==> config.mk <==
export PLATFORM = sky130hd
export DESIGN_NAME = iob_split
export DESIGN_NICKNAME = d
export VERILOG_FILES = /design/src/source/iob_pkg.sv /design/src/source/iob_split.sv
export SDC_FILE = /design/constraint.sdc
export NUM_CORES = 1
export LEC_CHECK = 0
export ABC_AREA = 1
export BUFFER_PORTS_ARGS = -buffer_cell sky130_fd_sc_hd__buf_2
export CORE_AREA = 8 8 162 164
export CTS_BUF_LIST = sky130_fd_sc_hd__clkbuf_16
export DETAILED_ROUTE_END_ITERATION = 10
export DIE_AREA = 0 0 170 172
export SYNTH_ARGS = -nofsm -noshare
export SYNTH_HDL_FRONTEND = slang
export SYNTH_SLANG_ARGS = --single-unit
==> constraint.sdc <==
create_clock -name clk_i -period 1.5 [get_ports clk_i]
set_clock_uncertainty 0.2 [all_clocks]
set_input_delay 0.225 -clock clk_i [delete_from_list [all_inputs] [get_ports clk_i]]
set_output_delay 0.225 -clock clk_i [all_outputs]
set_load 0.02 [all_outputs]
==> src/source/iob_pkg.sv <==
package iob_pkg;

   // Bus widths in bits
   localparam int ADDR_W = 16;
   localparam int DATA_W = 32;

   // One strobe per byte lane
   localparam int STRB_W = DATA_W / 8;

   // Word address
   typedef logic [ADDR_W-1:0] addr_t;

   // Data word
   typedef logic [DATA_W-1:0] data_t;

   // Byte strobes where all zero means a read
   typedef logic [STRB_W-1:0] strb_t;

   // Master to follower
   typedef struct packed {
      logic  avalid;
      addr_t address;
      data_t wdata;
      strb_t wstrb;
   } iob_req_t;

   // Follower to master
   // rvalid pulses for one cycle per accepted read
   typedef struct packed {
      data_t rdata;
      logic  rvalid;
      logic  ready;
   } iob_resp_t;

endpackage

==> src/source/iob_split.sv <==
`timescale 1ns/1ns

module iob_split #(
   parameter int N_FOLLOWERS = 4,
   parameter int MEM_ADDR_W  = 6
) (
   input  logic               clk_i,
   input  logic               rst_i,

   // Master side
   input  iob_pkg::iob_req_t  m_req_i,
   output iob_pkg::iob_resp_t m_resp_o,

   // Follower side with one entry per follower
   output iob_pkg::iob_req_t  f_req_o  [N_FOLLOWERS],
   input  iob_pkg::iob_resp_t f_resp_i [N_FOLLOWERS]
);

   localparam int SEL_W = $clog2(N_FOLLOWERS);

   typedef logic [SEL_W-1:0] sel_t;

   sel_t           sel;
   sel_t           sel_q;
   logic           accept;
   logic           ready;
   logic           rvalid;
   iob_pkg::data_t rdata;

   // Follower index sits just above the per-follower word offset
   // Address bits above the select field are don't care
   assign sel = m_req_i.address[MEM_ADDR_W +: SEL_W];

   // Ready comes from the follower addressed right now
   always_comb begin
      ready = 1'b0;
      for (int i = 0; i < N_FOLLOWERS; i++) begin
         if (sel == sel_t'(i)) begin
            ready = f_resp_i[i].ready;
         end
      end
   end

   assign accept = m_req_i.avalid & ready;

   // Remember who took the last request
   // Written on the same edge the follower samples the read
   always_ff @(posedge clk_i) begin
      if (rst_i) begin
         sel_q <= '0;
      end else if (accept) begin
         sel_q <= sel;
      end
   end

   // Request fan-out
   // Only the selected follower sees avalid while the rest is broadcast
   for (genvar i = 0; i < N_FOLLOWERS; i++) begin : g_req
      assign f_req_o[i].avalid  = m_req_i.avalid & (sel == sel_t'(i));
      assign f_req_o[i].address = m_req_i.address;
      assign f_req_o[i].wdata   = m_req_i.wdata;
      assign f_req_o[i].wstrb   = m_req_i.wstrb;
   end

   // Read response from the follower that accepted last
   always_comb begin
      rdata  = '0;
      rvalid = 1'b0;
      for (int i = 0; i < N_FOLLOWERS; i++) begin
         if (sel_q == sel_t'(i)) begin
            rdata  = f_resp_i[i].rdata;
            rvalid = f_resp_i[i].rvalid;
         end
      end
   end

   always_comb begin
      m_resp_o.rdata  = rdata;
      m_resp_o.rvalid = rvalid;
      m_resp_o.ready  = ready;
   end

endmodule

# --- Yosys cells after proc, flatten, opt, wreduce, memory -nomap -nowiden ---
# Index checks and enable logic that the tools add are counted.
op_classes:
  n_eq_ne: 6
  n_mux: 12
  reduce_logical: 2
  bitwise_logic: 5
op_table:
  columns: ["cell", "n"]
  rows:
  - ["32-bit 2-to-1 mux", 4]
  - ["2-bit == test (second input constant)", 4]
  - ["1-bit 2-to-1 mux", 8]
  - ["1-bit AND", 5]
  - ["2-bit by 1-bit == test with 1-bit output (second input constant)", 2]
  - ["2-bit logical NOT", 2]
totals:
  elab_cells: 26
  regBits: 2
  in_bits: 191

# --- Logic depth before layout (Yosys ltp) ---
depth:
  word_depth: 6
  ltp_mapped: 7
  ltp_nobuf: 7

# --- Least setup slack after synthesis ---
# Ideal clock, no wire load.
synth_timing:
  path_type: "flip-flop to output port"
  startpoint: "reg sel_q[0]"
  endpoint: "out m_resp_o[14] (netlist bit)"
  arrival_time_ns: 1.038
  path_stages_with_launch: 5
  required_time_ns: 1.075
  path_slack_ns: 0.037
  path_cell_list: "dfxtp_1 buf_4 buf_1 nand3_1 nand4_1"
synth_lines:
  columns: ["item", "line", "source"]
  rows:
  - ["start, declared", "iob_split.sv:24", "sel_t sel_q;"]
  - ["start signal, assigned", "iob_split.sv:52", "sel_q <= sel;"]
  - ["end, declared", "iob_split.sv:12", "output iob_pkg::iob_resp_t m_resp_o,"]

==> impl_metrics.py <==
metrics = {
    "yosys": {
        "synth-main-ff-cell": "dfxtp_1",
        "ys_seq_elements": 2,
        "syn_area_per_cell_sq_um": 6.144,
        "synth_area_sq_um": 2605,
        "synth.area.top_cells": "buf_4 (62%), nand2_1 (15%), nand4_1 (7.9%)",
        "yosys_warnings": 0,
        "synth-seq-area-share": 0.01537,
        "synth_top_cell_by_area": "buf_4",
        "synth_async_sr_flop_share": 0,
        "synthesis.instances": 424,
        "yosysMostFrequentCell": "buf_4",
        "synth_commonest_cells": "buf_4 (214), nand2_1 (103), nand3_1 (38)",
        "synth.top_cell.area_share": 0.6167,
        "syn-num-nets": 615,
        "ys_types": 16,
        "synth_edf_count": 0,
    },
    "worst_setup_path": {
        "cp-end-kind": "primary output",
        "r2r_cells": 4,
        "cp.arrival_ps": 1370,
        "startpoint_type": "flop",
        "crit_fanout": 7,
        "required_ps": 1070,
        "crit_type": "reg2out",
    },
    "floorplan": {
        "die_area_sq_um": 29240,
        "rows": 57,
        "dieWidth_um": 170,
        "pin_count": 437,
        "design.core.area_sq_um": 23820,
        "start_util": 0.1094,
        "die_y_um": 172,
    },
    "clocking": {
        "path_clk_slew_ps": 30,
        "cts_tree": "yes",
        "cts_hold_buffers": 0,
        "cts_sinks": 2,
        "cts_buffers": 3,
        "clock_latency_ps": 220,
        "clk_path_buf_depth": 2,
        "htreeDepth": 1,
        "cts_root_buf": "clkbuf_16",
    },
    "routing": {
        "drc_errors": 0,
        "wl_mm": 11.59,
        "drt_iter0_markers": 80,
        "dr.pass1.iters": 4,
        "vias": 2462,
        "wl_per_cell_um": 15.95,
        "ant_nets": 0,
        "routed_via_density": 3.387,
    },
    "layout": {
        "largest_reg_flops": 2,
        "multi_input_area_sq_um": 880.8,
        "fin_area_sq_um": 2718,
        "largest_register": "sel_q",
        "drive_above_1_share": 0.5434,
        "nFillCells": 2829,
        "nets": 596,
        "largestRegisters": "sel_q: 2 flops",
        "area.growth.synth_to_final_pct": 4.323,
        "antenna_cells": 0,
        "regArea_sq_um": 47.55,
    },
    "timing": {
        "hold_viol": 0,
        "fmax_ghz": 0.5584,
        "worstMarginPinSlew_ps": 205.0,
        "finalCritPeriodShare": 1.194,
        "drv_slew": 0,
        "relSlewSlack": 0.8629,
        "hold_ws_ps": 57.33,
        "setup_violations": 33,
        "fin_ws_ps": -290.8,
        "finalSetupTns_ps": -6407,
        "finalCriticalPeriod_ps": 1791,
        "rsz0062_at_grt": "true",
    },
    "global_route": {
        "antenna_found_initial": 1,
        "grt_pass1_vias": 2778,
        "grt_max_degree": 27,
        "overflow": 0,
        "grt_usage": 0.07179,
        "grt_pass1_wl_mm": 15.90,
    },
    "power_and_ir_drop": {
        "internal_power_uw": 924.6,
        "combPwrFrac": 0.712,
        "pwr-share-seq": 0.043,
        "powerDensity_nw_per_um2": 601.4,
        "switching_share": 0.4343,
        "p_sw_uw": 709.9,
        "peakVddDrop_mv": 0.3851,
        "p_clk_frac": 0.245,
        "power_leakage_uw": 0.001317,
    },
    "placed_design": {
        "place_hpwl_mm": 9.828,
        "gp_congestion": 0.7675,
        "port_buffers": 186,
        "post-place-ws_ps": -246.2,
        "placed_cell_area_sq_um": 2435,
    },
    "hold_path": {
        "hold_depth": 4,
        "hold_class": "in2reg",
    },
    "outcome": {
        "violations": "setup timing",
        "outcome": "finished with violations",
    },
    "flow_run": {
        "cap_violations": 0,
    },
}
cells in the final DEF (no fill, tap or decap):
| cell type | n |
|---|---|
| inv_4 | 2 |
| buf_12 | 4 |
| dfxtp_4 | 2 |
| nand2_2 | 6 |
| buf_8 | 3 |
| clkbuf_16 | 3 |
| nand3b_1 | 1 |
| nand3_1 | 38 |
| buf_2 | 153 |
| nor2_4 | 3 |
| buf_6 | 17 |
| inv_2 | 1 |
| nor3_1 | 4 |
| buf_4 | 25 |
| nand4_1 | 33 |
| nand2_1 | 98 |
| inv_1 | 6 |
| a21oi_1 | 2 |
| nor2_1 | 2 |
metal layers:
| metal | wire length (um) | global-route usage | vias up |
|---|---|---|---|
| li1 | - | - | 1108 |
| met5 | 13 | 0 | - |
| met3 | 1813 | 0.03995 | 67 |
| met1 | 3433 | 0.06264 | 1052 |
| met4 | 809 | 0.06026 | 2 |
| met2 | 5525 | 0.1204 | 233 |
final cells by class:
cell class,count,area share
Timing Repair Buffer,202,0.4673
Sequential cell,2,0.01750
Tap cell,324,0.1492
Inverter,9,0.01427
Multi-Input combinational cell,187,0.3241
Clock buffer,3,0.02762
worst max-delay path: stages (launching register included):
cell and delay (ps):
dfxtp_4 380, inv_4 60, nor2_4 130, buf_6 160, nand2_2 60, nand4_1 170
buf_4 180
power groups by stage:
| stage | Combinational (uW) | Clock [uW] | Sequential (uW) |
|---|---|---|---|
| 5_1_grt | 1260 | 416 | 72.4 |
| 6_report | 1160 | 400 | 70.8 |
| 4_1_cts | 1140 | 409 | 70.0 |
| 3_5_place_dp | 1020 | 0 | 71.3 |
| 2_1_floorplan | 1320 | 0 | 62.7 |
| 3_3_place_gp | 1020 | 0 | 70.7 |
metrics by stage:
step / std cells / util / power [uW]
after floorplan: 424 / - / 1378
after global placement: 722 / 0.1022 / 1090
after detailed placement: 722 / 0.1022 / 1094
after CTS: 727 / 0.1111 / 1616
after global routing: 727 / 0.1141 / 1753
final: 727 / 0.1141 / 1634
final timing paths:
check | startpoint | endpoint | slack, ps
worst max-delay path | sel_q[1] | m_resp_o[6] | -290
worst min-delay path | rst_i | sel_q[0] | 60
worst max register to register | sel_q[0] | sel_q[0] | 370
worst min register to register | sel_q[1] | sel_q[1] | 370
logic make-up (layout without fill, tap and decap cells):
group | Yosys count | after routing | synth area share
buffers and inverters | 235 | 214 | 0.6513
flip-flops | 2 | 2 | 0.01537
AND/OR/NAND/NOR | 185 | 185 | 0.3295
AO/OA/AOI/OAI | 2 | 2 | 0.003843
what timing repair did:
action                     in CTS  in global routing
resized for setup              43                 23
buffers inserted                2                  0
setup endpoints to repair      33                 33
pin swaps                       7                  1
Power figures use the tool's default switching activity.
