===== src/source/iob_pkg.sv =====
package iob_pkg;

   // Bus widths in bits
   localparam int ADDR_W = 16;
   localparam int DATA_W = 32;

   // One strobe per byte lane
   localparam int STRB_W = DATA_W / 8;

   // Word address
   typedef logic [ADDR_W-1:0] addr_t;

   // Data word
   typedef logic [DATA_W-1:0] data_t;

   // Byte strobes where all zero means a read
   typedef logic [STRB_W-1:0] strb_t;

   // Master to follower
   typedef struct packed {
      logic  avalid;
      addr_t address;
      data_t wdata;
      strb_t wstrb;
   } iob_req_t;

   // Follower to master
   // rvalid pulses for one cycle per accepted read
   typedef struct packed {
      data_t rdata;
      logic  rvalid;
      logic  ready;
   } iob_resp_t;

endpackage


===== src/source/iob_ram_follower.sv =====
`timescale 1ns/1ns

module iob_ram_follower #(
   parameter int MEM_ADDR_W  = 6,
   parameter int WAIT_CYCLES = 1
) (
   input  logic               clk_i,
   input  logic               rst_i,
   input  iob_pkg::iob_req_t  req_i,
   output iob_pkg::iob_resp_t resp_o
);

   localparam int DEPTH = 2 ** MEM_ADDR_W;
   localparam int CNT_W = (WAIT_CYCLES > 1) ? $clog2(WAIT_CYCLES) : 1;

   typedef logic [MEM_ADDR_W-1:0] offset_t;
   typedef logic [CNT_W-1:0]      cnt_t;

   typedef enum logic {
      IDLE,
      BUSY
   } state_t;

   // Count starts one below the wait length so BUSY lasts WAIT_CYCLES cycles
   localparam cnt_t CNT_LOAD = cnt_t'((WAIT_CYCLES > 0) ? WAIT_CYCLES - 1 : 0);

   iob_pkg::data_t mem [DEPTH];

   state_t         state_q;
   state_t         state_d;
   cnt_t           cnt_q;
   cnt_t           cnt_d;
   offset_t        offset;
   logic           ready;
   logic           accept;
   logic           is_write;
   iob_pkg::data_t rdata_q;
   logic           rvalid_q;

   assign offset   = req_i.address[MEM_ADDR_W-1:0];
   assign ready    = (state_q == IDLE);
   assign accept   = req_i.avalid & ready;
   assign is_write = |req_i.wstrb;

   // Storage and read data
   always_ff @(posedge clk_i) begin
      if (accept) begin
         if (is_write) begin
            // Byte lanes without a strobe keep their old value
            for (int b = 0; b < iob_pkg::STRB_W; b++) begin
               if (req_i.wstrb[b]) begin
                  mem[offset][b*8 +: 8] <= req_i.wdata[b*8 +: 8];
               end
            end
         end else begin
            rdata_q <= mem[offset];
         end
      end
   end

   // One-cycle pulse per accepted read
   always_ff @(posedge clk_i) begin
      if (rst_i) begin
         rvalid_q <= 1'b0;
      end else begin
         rvalid_q <= accept & ~is_write;
      end
   end

   // Wait-state FSM
   always_comb begin
      state_d = state_q;
      cnt_d   = cnt_q;
      case (state_q)
         IDLE: begin
            // No wait states configured keeps the FSM parked here
            if (accept && (WAIT_CYCLES > 0)) begin
               state_d = BUSY;
               cnt_d   = CNT_LOAD;
            end
         end
         BUSY: begin
            if (cnt_q == '0) begin
               state_d = IDLE;
            end else begin
               cnt_d = cnt_q - cnt_t'(1);
            end
         end
         default: begin
            state_d = IDLE;
         end
      endcase
   end

   always_ff @(posedge clk_i) begin
      if (rst_i) begin
         state_q <= IDLE;
         cnt_q   <= '0;
      end else begin
         state_q <= state_d;
         cnt_q   <= cnt_d;
      end
   end

   always_comb begin
      resp_o.rdata  = rdata_q;
      resp_o.rvalid = rvalid_q;
      resp_o.ready  = ready;
   end

endmodule


===== config.mk =====
export PLATFORM = sky130hd
export DESIGN_NAME = iob_ram_follower
export DESIGN_NICKNAME = d
export VERILOG_FILES = /design/src/source/iob_pkg.sv /design/src/source/iob_ram_follower.sv
export SDC_FILE = /design/constraint.sdc
export NUM_CORES = 2
export LEC_CHECK = 0
export BUFFER_PORTS_ARGS = -buffer_cell sky130_fd_sc_hd__buf_2
export CAP_MARGIN = 10
export CORE_MARGIN = 4
export CORE_UTILIZATION = 48
export CTS_CLUSTER_SIZE = 24
export DETAILED_ROUTE_END_ITERATION = 16
export PLACE_DENSITY = 0.62
export SLEW_MARGIN = 25
export SYNTH_ARGS = -nofsm -noshare
export SYNTH_HDL_FRONTEND = slang
export SYNTH_SLANG_ARGS = --single-unit

===== constraint.sdc =====
create_clock -name clk_i -period 4.2 [get_ports clk_i]
set_input_delay 0.84 -clock clk_i [delete_from_list [all_inputs] [get_ports clk_i]]
set_output_delay 0.84 -clock clk_i [all_outputs]
set_load 0.01 [all_outputs]

Yosys cells after proc, flatten, opt, wreduce, memory -nomap -nowiden
Memory sizes are Yosys's and may differ from the RTL's. A register that Yosys moved wholly into a read port is not among the register bits.
Cells that the tools add are included.
- RAM bits: 2048
- word-level logic and storage cells: 34
- memories kept: 1
- bits of input ports: 55
- register bits: 3
- bitwise logic cells: 4
- $add $sub $neg: 1
- equal/unequal tests: 1
- multiplexer cells: 22
- reduce and logical (&&, ||, !) cells: 2
- memories (memory ; depth ; width ; rd ports ; clocked after Yosys merged registers in ; write ports ; RTL line ; RTL):
    mem ; 64 ; 32 ; 1 ; 1 ; 1 ; iob_ram_follower.sv:27 ; iob_pkg::data_t mem [DEPTH];
- operators by type and width (operator ; count):
    $mux W1 ; 20
    $pmux W1 S2 ; 2
    $reduce_or A4 Y1 ; 1
    $and A1 B1 Y1 ; 2
    $ne A2 B1 Y1 const B ; 1
    $not A1 Y1 ; 2
    $reduce_and A2 Y1 ; 1
    $sub A1 B1 Y1 const B ; 1

Logic depth before layout (Yosys ltp)
- depth after elaboration: 4
- mapped depth: 11
- gate-level depth less buffers: 6

Worst setup path before layout
Ideal clock, no wire load.
- path type: input to register
- from: input req_i[52] in the netlist's numbering
- to: register rdata_q[0] (read register of mem) (enable)
- path slack: 322 ps
- library setup time: 461 ps
- required time: 3739 ps
- stages on the path: 4
- path buffers: 1
- arrival: 3417 ps
- cell sequence: nor2b_1 -> clkbuf_1 -> nand2_1 -> nor3_1
- cells in the longest elaborated chain, start to end: 2
- RTL lines (element ; RTL line ; RTL):
    start, declared ; iob_ram_follower.sv:9 ; input iob_pkg::iob_req_t req_i,
    $and A1 B1 Y1 ; iob_ram_follower.sv:42 ; assign accept = req_i.avalid & ready;
    $reduce_and A2 Y1 (no line) ; - ;
    end, declared ; iob_ram_follower.sv:37 ; iob_pkg::data_t rdata_q;
No other way between the ends.
A chain may end at the register's enable or synchronous reset.

Worst setup path in the final report
- from: input req_i[38] in the netlist's numbering
- to: memory mem[46][22] in the netlist's numbering (enable)
- RTL lines (element ; RTL line):
    end, declared ; iob_ram_follower.sv:27
No word-level cell before the write port.

==> key figures <==
Outcome
  • Status: finished clean

Cells and area
  • P&R area growth vs syn: 15.65%
  • Fill cells: 12960
  • Post-layout nets: 5186
  • Util after Layout: 55.90%
  • Layout cell share with drive strength beyond 1: 19.30%

CTS
  • Clk sinks: 2082
  • Clock Latency Late Sink: 0.86 ns
  • Clock buffer depth: 3
  • Clock transition at path regs: 0.06 ns
  • CTS Hold Bufs: 0
  • PostCTS Resize Cnt: 0
  • CTS H-tree depth: 4
  • Num CTS Buffers: 205
  • CTS tree: yes
  • Post-CTS setup buffer count: 0
  • Cell at the root of the clock tree: clkbuf_16

Floorplan
  • Boundary pin count: 89
  • Die area: 172900 sq um
  • FP Rows: 149
  • Die Ht: 415.9 um
  • Core box area: 165200 sq um
  • Initial Util: 48.34%
  • Die width: 415.9 um

Synthesis
  • YS warnings: 0
  • Mapped Cells: 4681
  • FFs w/ async S/R, synth: 0%
  • EDFF count, synth: 2080
  • Synth Area per Inst: 17.06 sq um
  • Synthesized cell area: 79850 sq um
  • Ys flop type: edfxtp_1
  • Synth cell types: 58
  • Post-synthesis register bit count: 2082
  • Syn nets: 4736
  • Register area share after synthesis: 78.28%

Global route
  • Largest net degree at the start of global routing: 84
  • All-Layer GR Usage: 27.31%
  • Vias in the first global route: 46460
  • Total grt overflow: 0
  • Wire length of the first global-routing pass: 340000 um
  • Initial antenna violation count: 13

Route
  • Metal2 WL: 110400 um
  • Via Count: 47850
  • Met1 wire length: 92420 um
  • Top Metal Used: met5
  • Initial drt markers: 6528
  • DR vias/cell: 6.388
  • Final WL: 239100 um
  • Detail Route Antenna Nets: 0
  • Routed len/inst: 31.92 um
  • DRC: 0
  • Routed met3 length: 24140 um
  • First drt pass iteration count: 6

Worst setup path
  • Flop-to-flop setup slack: 1.63 ns
  • Critical Path Fanout Max: 61
  • R2R depth: 5
  • WP data arrival: 4.03 ns
  • CP endpoint: mem[46][22]$_DFFE_PP_
  • CP endpoint kind: flop
  • Worst r2r src: state_q$_SDFF_PP0_
  • Worst setup startpoint: req_i[38]
  • Crit path launch type: primary input
  • CP Data Required Time: 4.75 ns
  • Crit Path Class: primary input to flop
  • Worst R2R End: mem[46][22]$_DFFE_PP_

Timing
  • Setup TNS: 0 ns
  • Final period util: 82.86%
  • Final Skew: 0.04105 ns
  • Fmax: 287.4 MHz
  • Fin. Hold Viols: 0
  • Pins over their slew limit: 0
  • Worst rel slew slack: 29.42%
  • RSZ-0062 raised after global routing: no
  • Min cycle time layout: 3.480 ns
  • Final setup viols: 0
  • Worst Tran Pin Value: 1.059 ns

Min path
  • Hold/Removal Path Class: primary input to flop

Placed design
  • RePlAce Congestion: 0.8826
  • Detailed Place HPWL: 155600 um
  • Port Buffers: 78

Pwr
  • Leak pwr: 29.79 nW
  • VDD IR-drop max: 0.0004765 V
  • Power per cell area: 465.0 nW/um^2
  • Power, Total: 42.94 mW

Job
  • Max_cap viols: 0
## cells in the final DEF (no fill, tap or decap), types with 37 or more instances in the layout
cell and n:
edfxtp_1 2080, nand2_1 94, a221oi_1 353, buf_12 39
clkbuf_1 55, o221ai_1 47, buf_4 501, a211oi_1 44
mux2_2 63, o22ai_1 96, buf_2 69, a21oi_1 147
mux4_2 37, o21ai_0 100, a22oi_1 280, mux2i_1 192
clkbuf_16 206, nor2_1 471, a22o_1 61, clkinv_1 46
## logic make-up after synthesis
family | count (synthesis) | share of synthesized area [%]
flops | 2082 | 78.28
mux | 293 | 4.358
simple gates | 701 | 3.628
compound gates | 1233 | 11.56
buf+inv | 372 | 2.181
## Yosys cell counts (28+ instances only)
master,n,area share (%)
clkbuf_1,172,0.81
o21ai_0,100,0.63
a21oi_1,147,0.92
mux4_2,37,1.0
a221oi_1,353,3.9
nand2_1,100,0.47
nor3_1,33,0.21
mux2i_1,192,2.4
a22o_1,61,0.67
o221ai_1,47,0.52
a211oi_1,44,0.41
buf_1,37,0.17
nor2_1,478,2.2
o22ai_1,96,0.75
buf_2,122,0.76
a22oi_1,280,2.6
a222oi_1,28,0.35
edfxtp_1,2080,78
mux2_2,63,0.89
## worst min-delay path by stage
stage,cells past startpoint,slack [ns],startpoint,endpoint
2_1_floorplan,3,0.63,mem[15][30]$_DFFE_PP_,rdata_q[30]$_DFFE_PP_
3_3_place_gp,2,0.62,state_q$_SDFF_PP0_,state_q$_SDFF_PP0_
3_5_place_dp,2,0.64,state_q$_SDFF_PP0_,state_q$_SDFF_PP0_
4_1_cts,2,0.11,rst_i,state_q$_SDFF_PP0_
5_1_grt,2,0.13,rst_i,rvalid_q$_SDFF_PP0_
6_report,2,0.17,rst_i,state_q$_SDFF_PP0_
## per-stage QoR
| step | cell area (sq um) | instances | hold WS [ns] | worst slack (ns) |
|---|---|---|---|---|
| finish | 92340 | 7490 | 0.1726 | 0.7201 |
| global route | 92330 | 7486 | 0.1318 | 0.8672 |
| CTS | 92270 | 7482 | 0.1135 | 0.9205 |
| detailed placement | 85860 | 7111 | 0.6372 | 0.005504 |
| global placement | 85860 | 7111 | 0.6240 | -0.01031 |
| floorplan | 79850 | 4681 | 0.6333 | 0.3216 |
## worst max-delay path, cell delays in order
cell and delay (ns):
buf_8 0.52, clkinv_2 0.29, buf_4 0.29, nor2_4 0.46
buf_4 0.26, nand2_1 0.46, nor2_1 0.42, buf_4 0.25
## layout make-up
| type | instances | area, sq um | area share [%] |
|---|---|---|---|
| antenna | 6 | 15.01 | 0.01626 |
| tap | 2189 | 2739 | 2.966 |
| multi-input combinational | 2227 | 15730 | 17.04 |
| clock buffer | 263 | 5389 | 5.836 |
| timing repair buffer | 612 | 4931 | 5.340 |
| sequential | 2082 | 62500 | 67.69 |
| clock inverter | 108 | 1018 | 1.103 |
| inverter | 3 | 15.01 | 0.01626 |
## state kept, by name (all words and copies together), names as in the netlist
register,count
mem,2048
rdata_q,32
rvalid_q,1
state_q,1
## per-layer routing
| layer | up-vias | GRT usage [%] |
|---|---|---|
| met3 | 475 | 6.287 |
| met5 | - | 0 |
| met4 | 8 | 12.13 |
| met2 | 2557 | 42.43 |
| met1 | 24660 | 37.08 |
| li1 | 20150 | - |
## power by group
part	leakage [nW]	internal, mW	switching [mW]
combinational	7.95	0.702	1.69
sequential	18.7	22.9	0.0142
clock	3.13	9.87	7.75
Power figures use the tool's default switching activity.
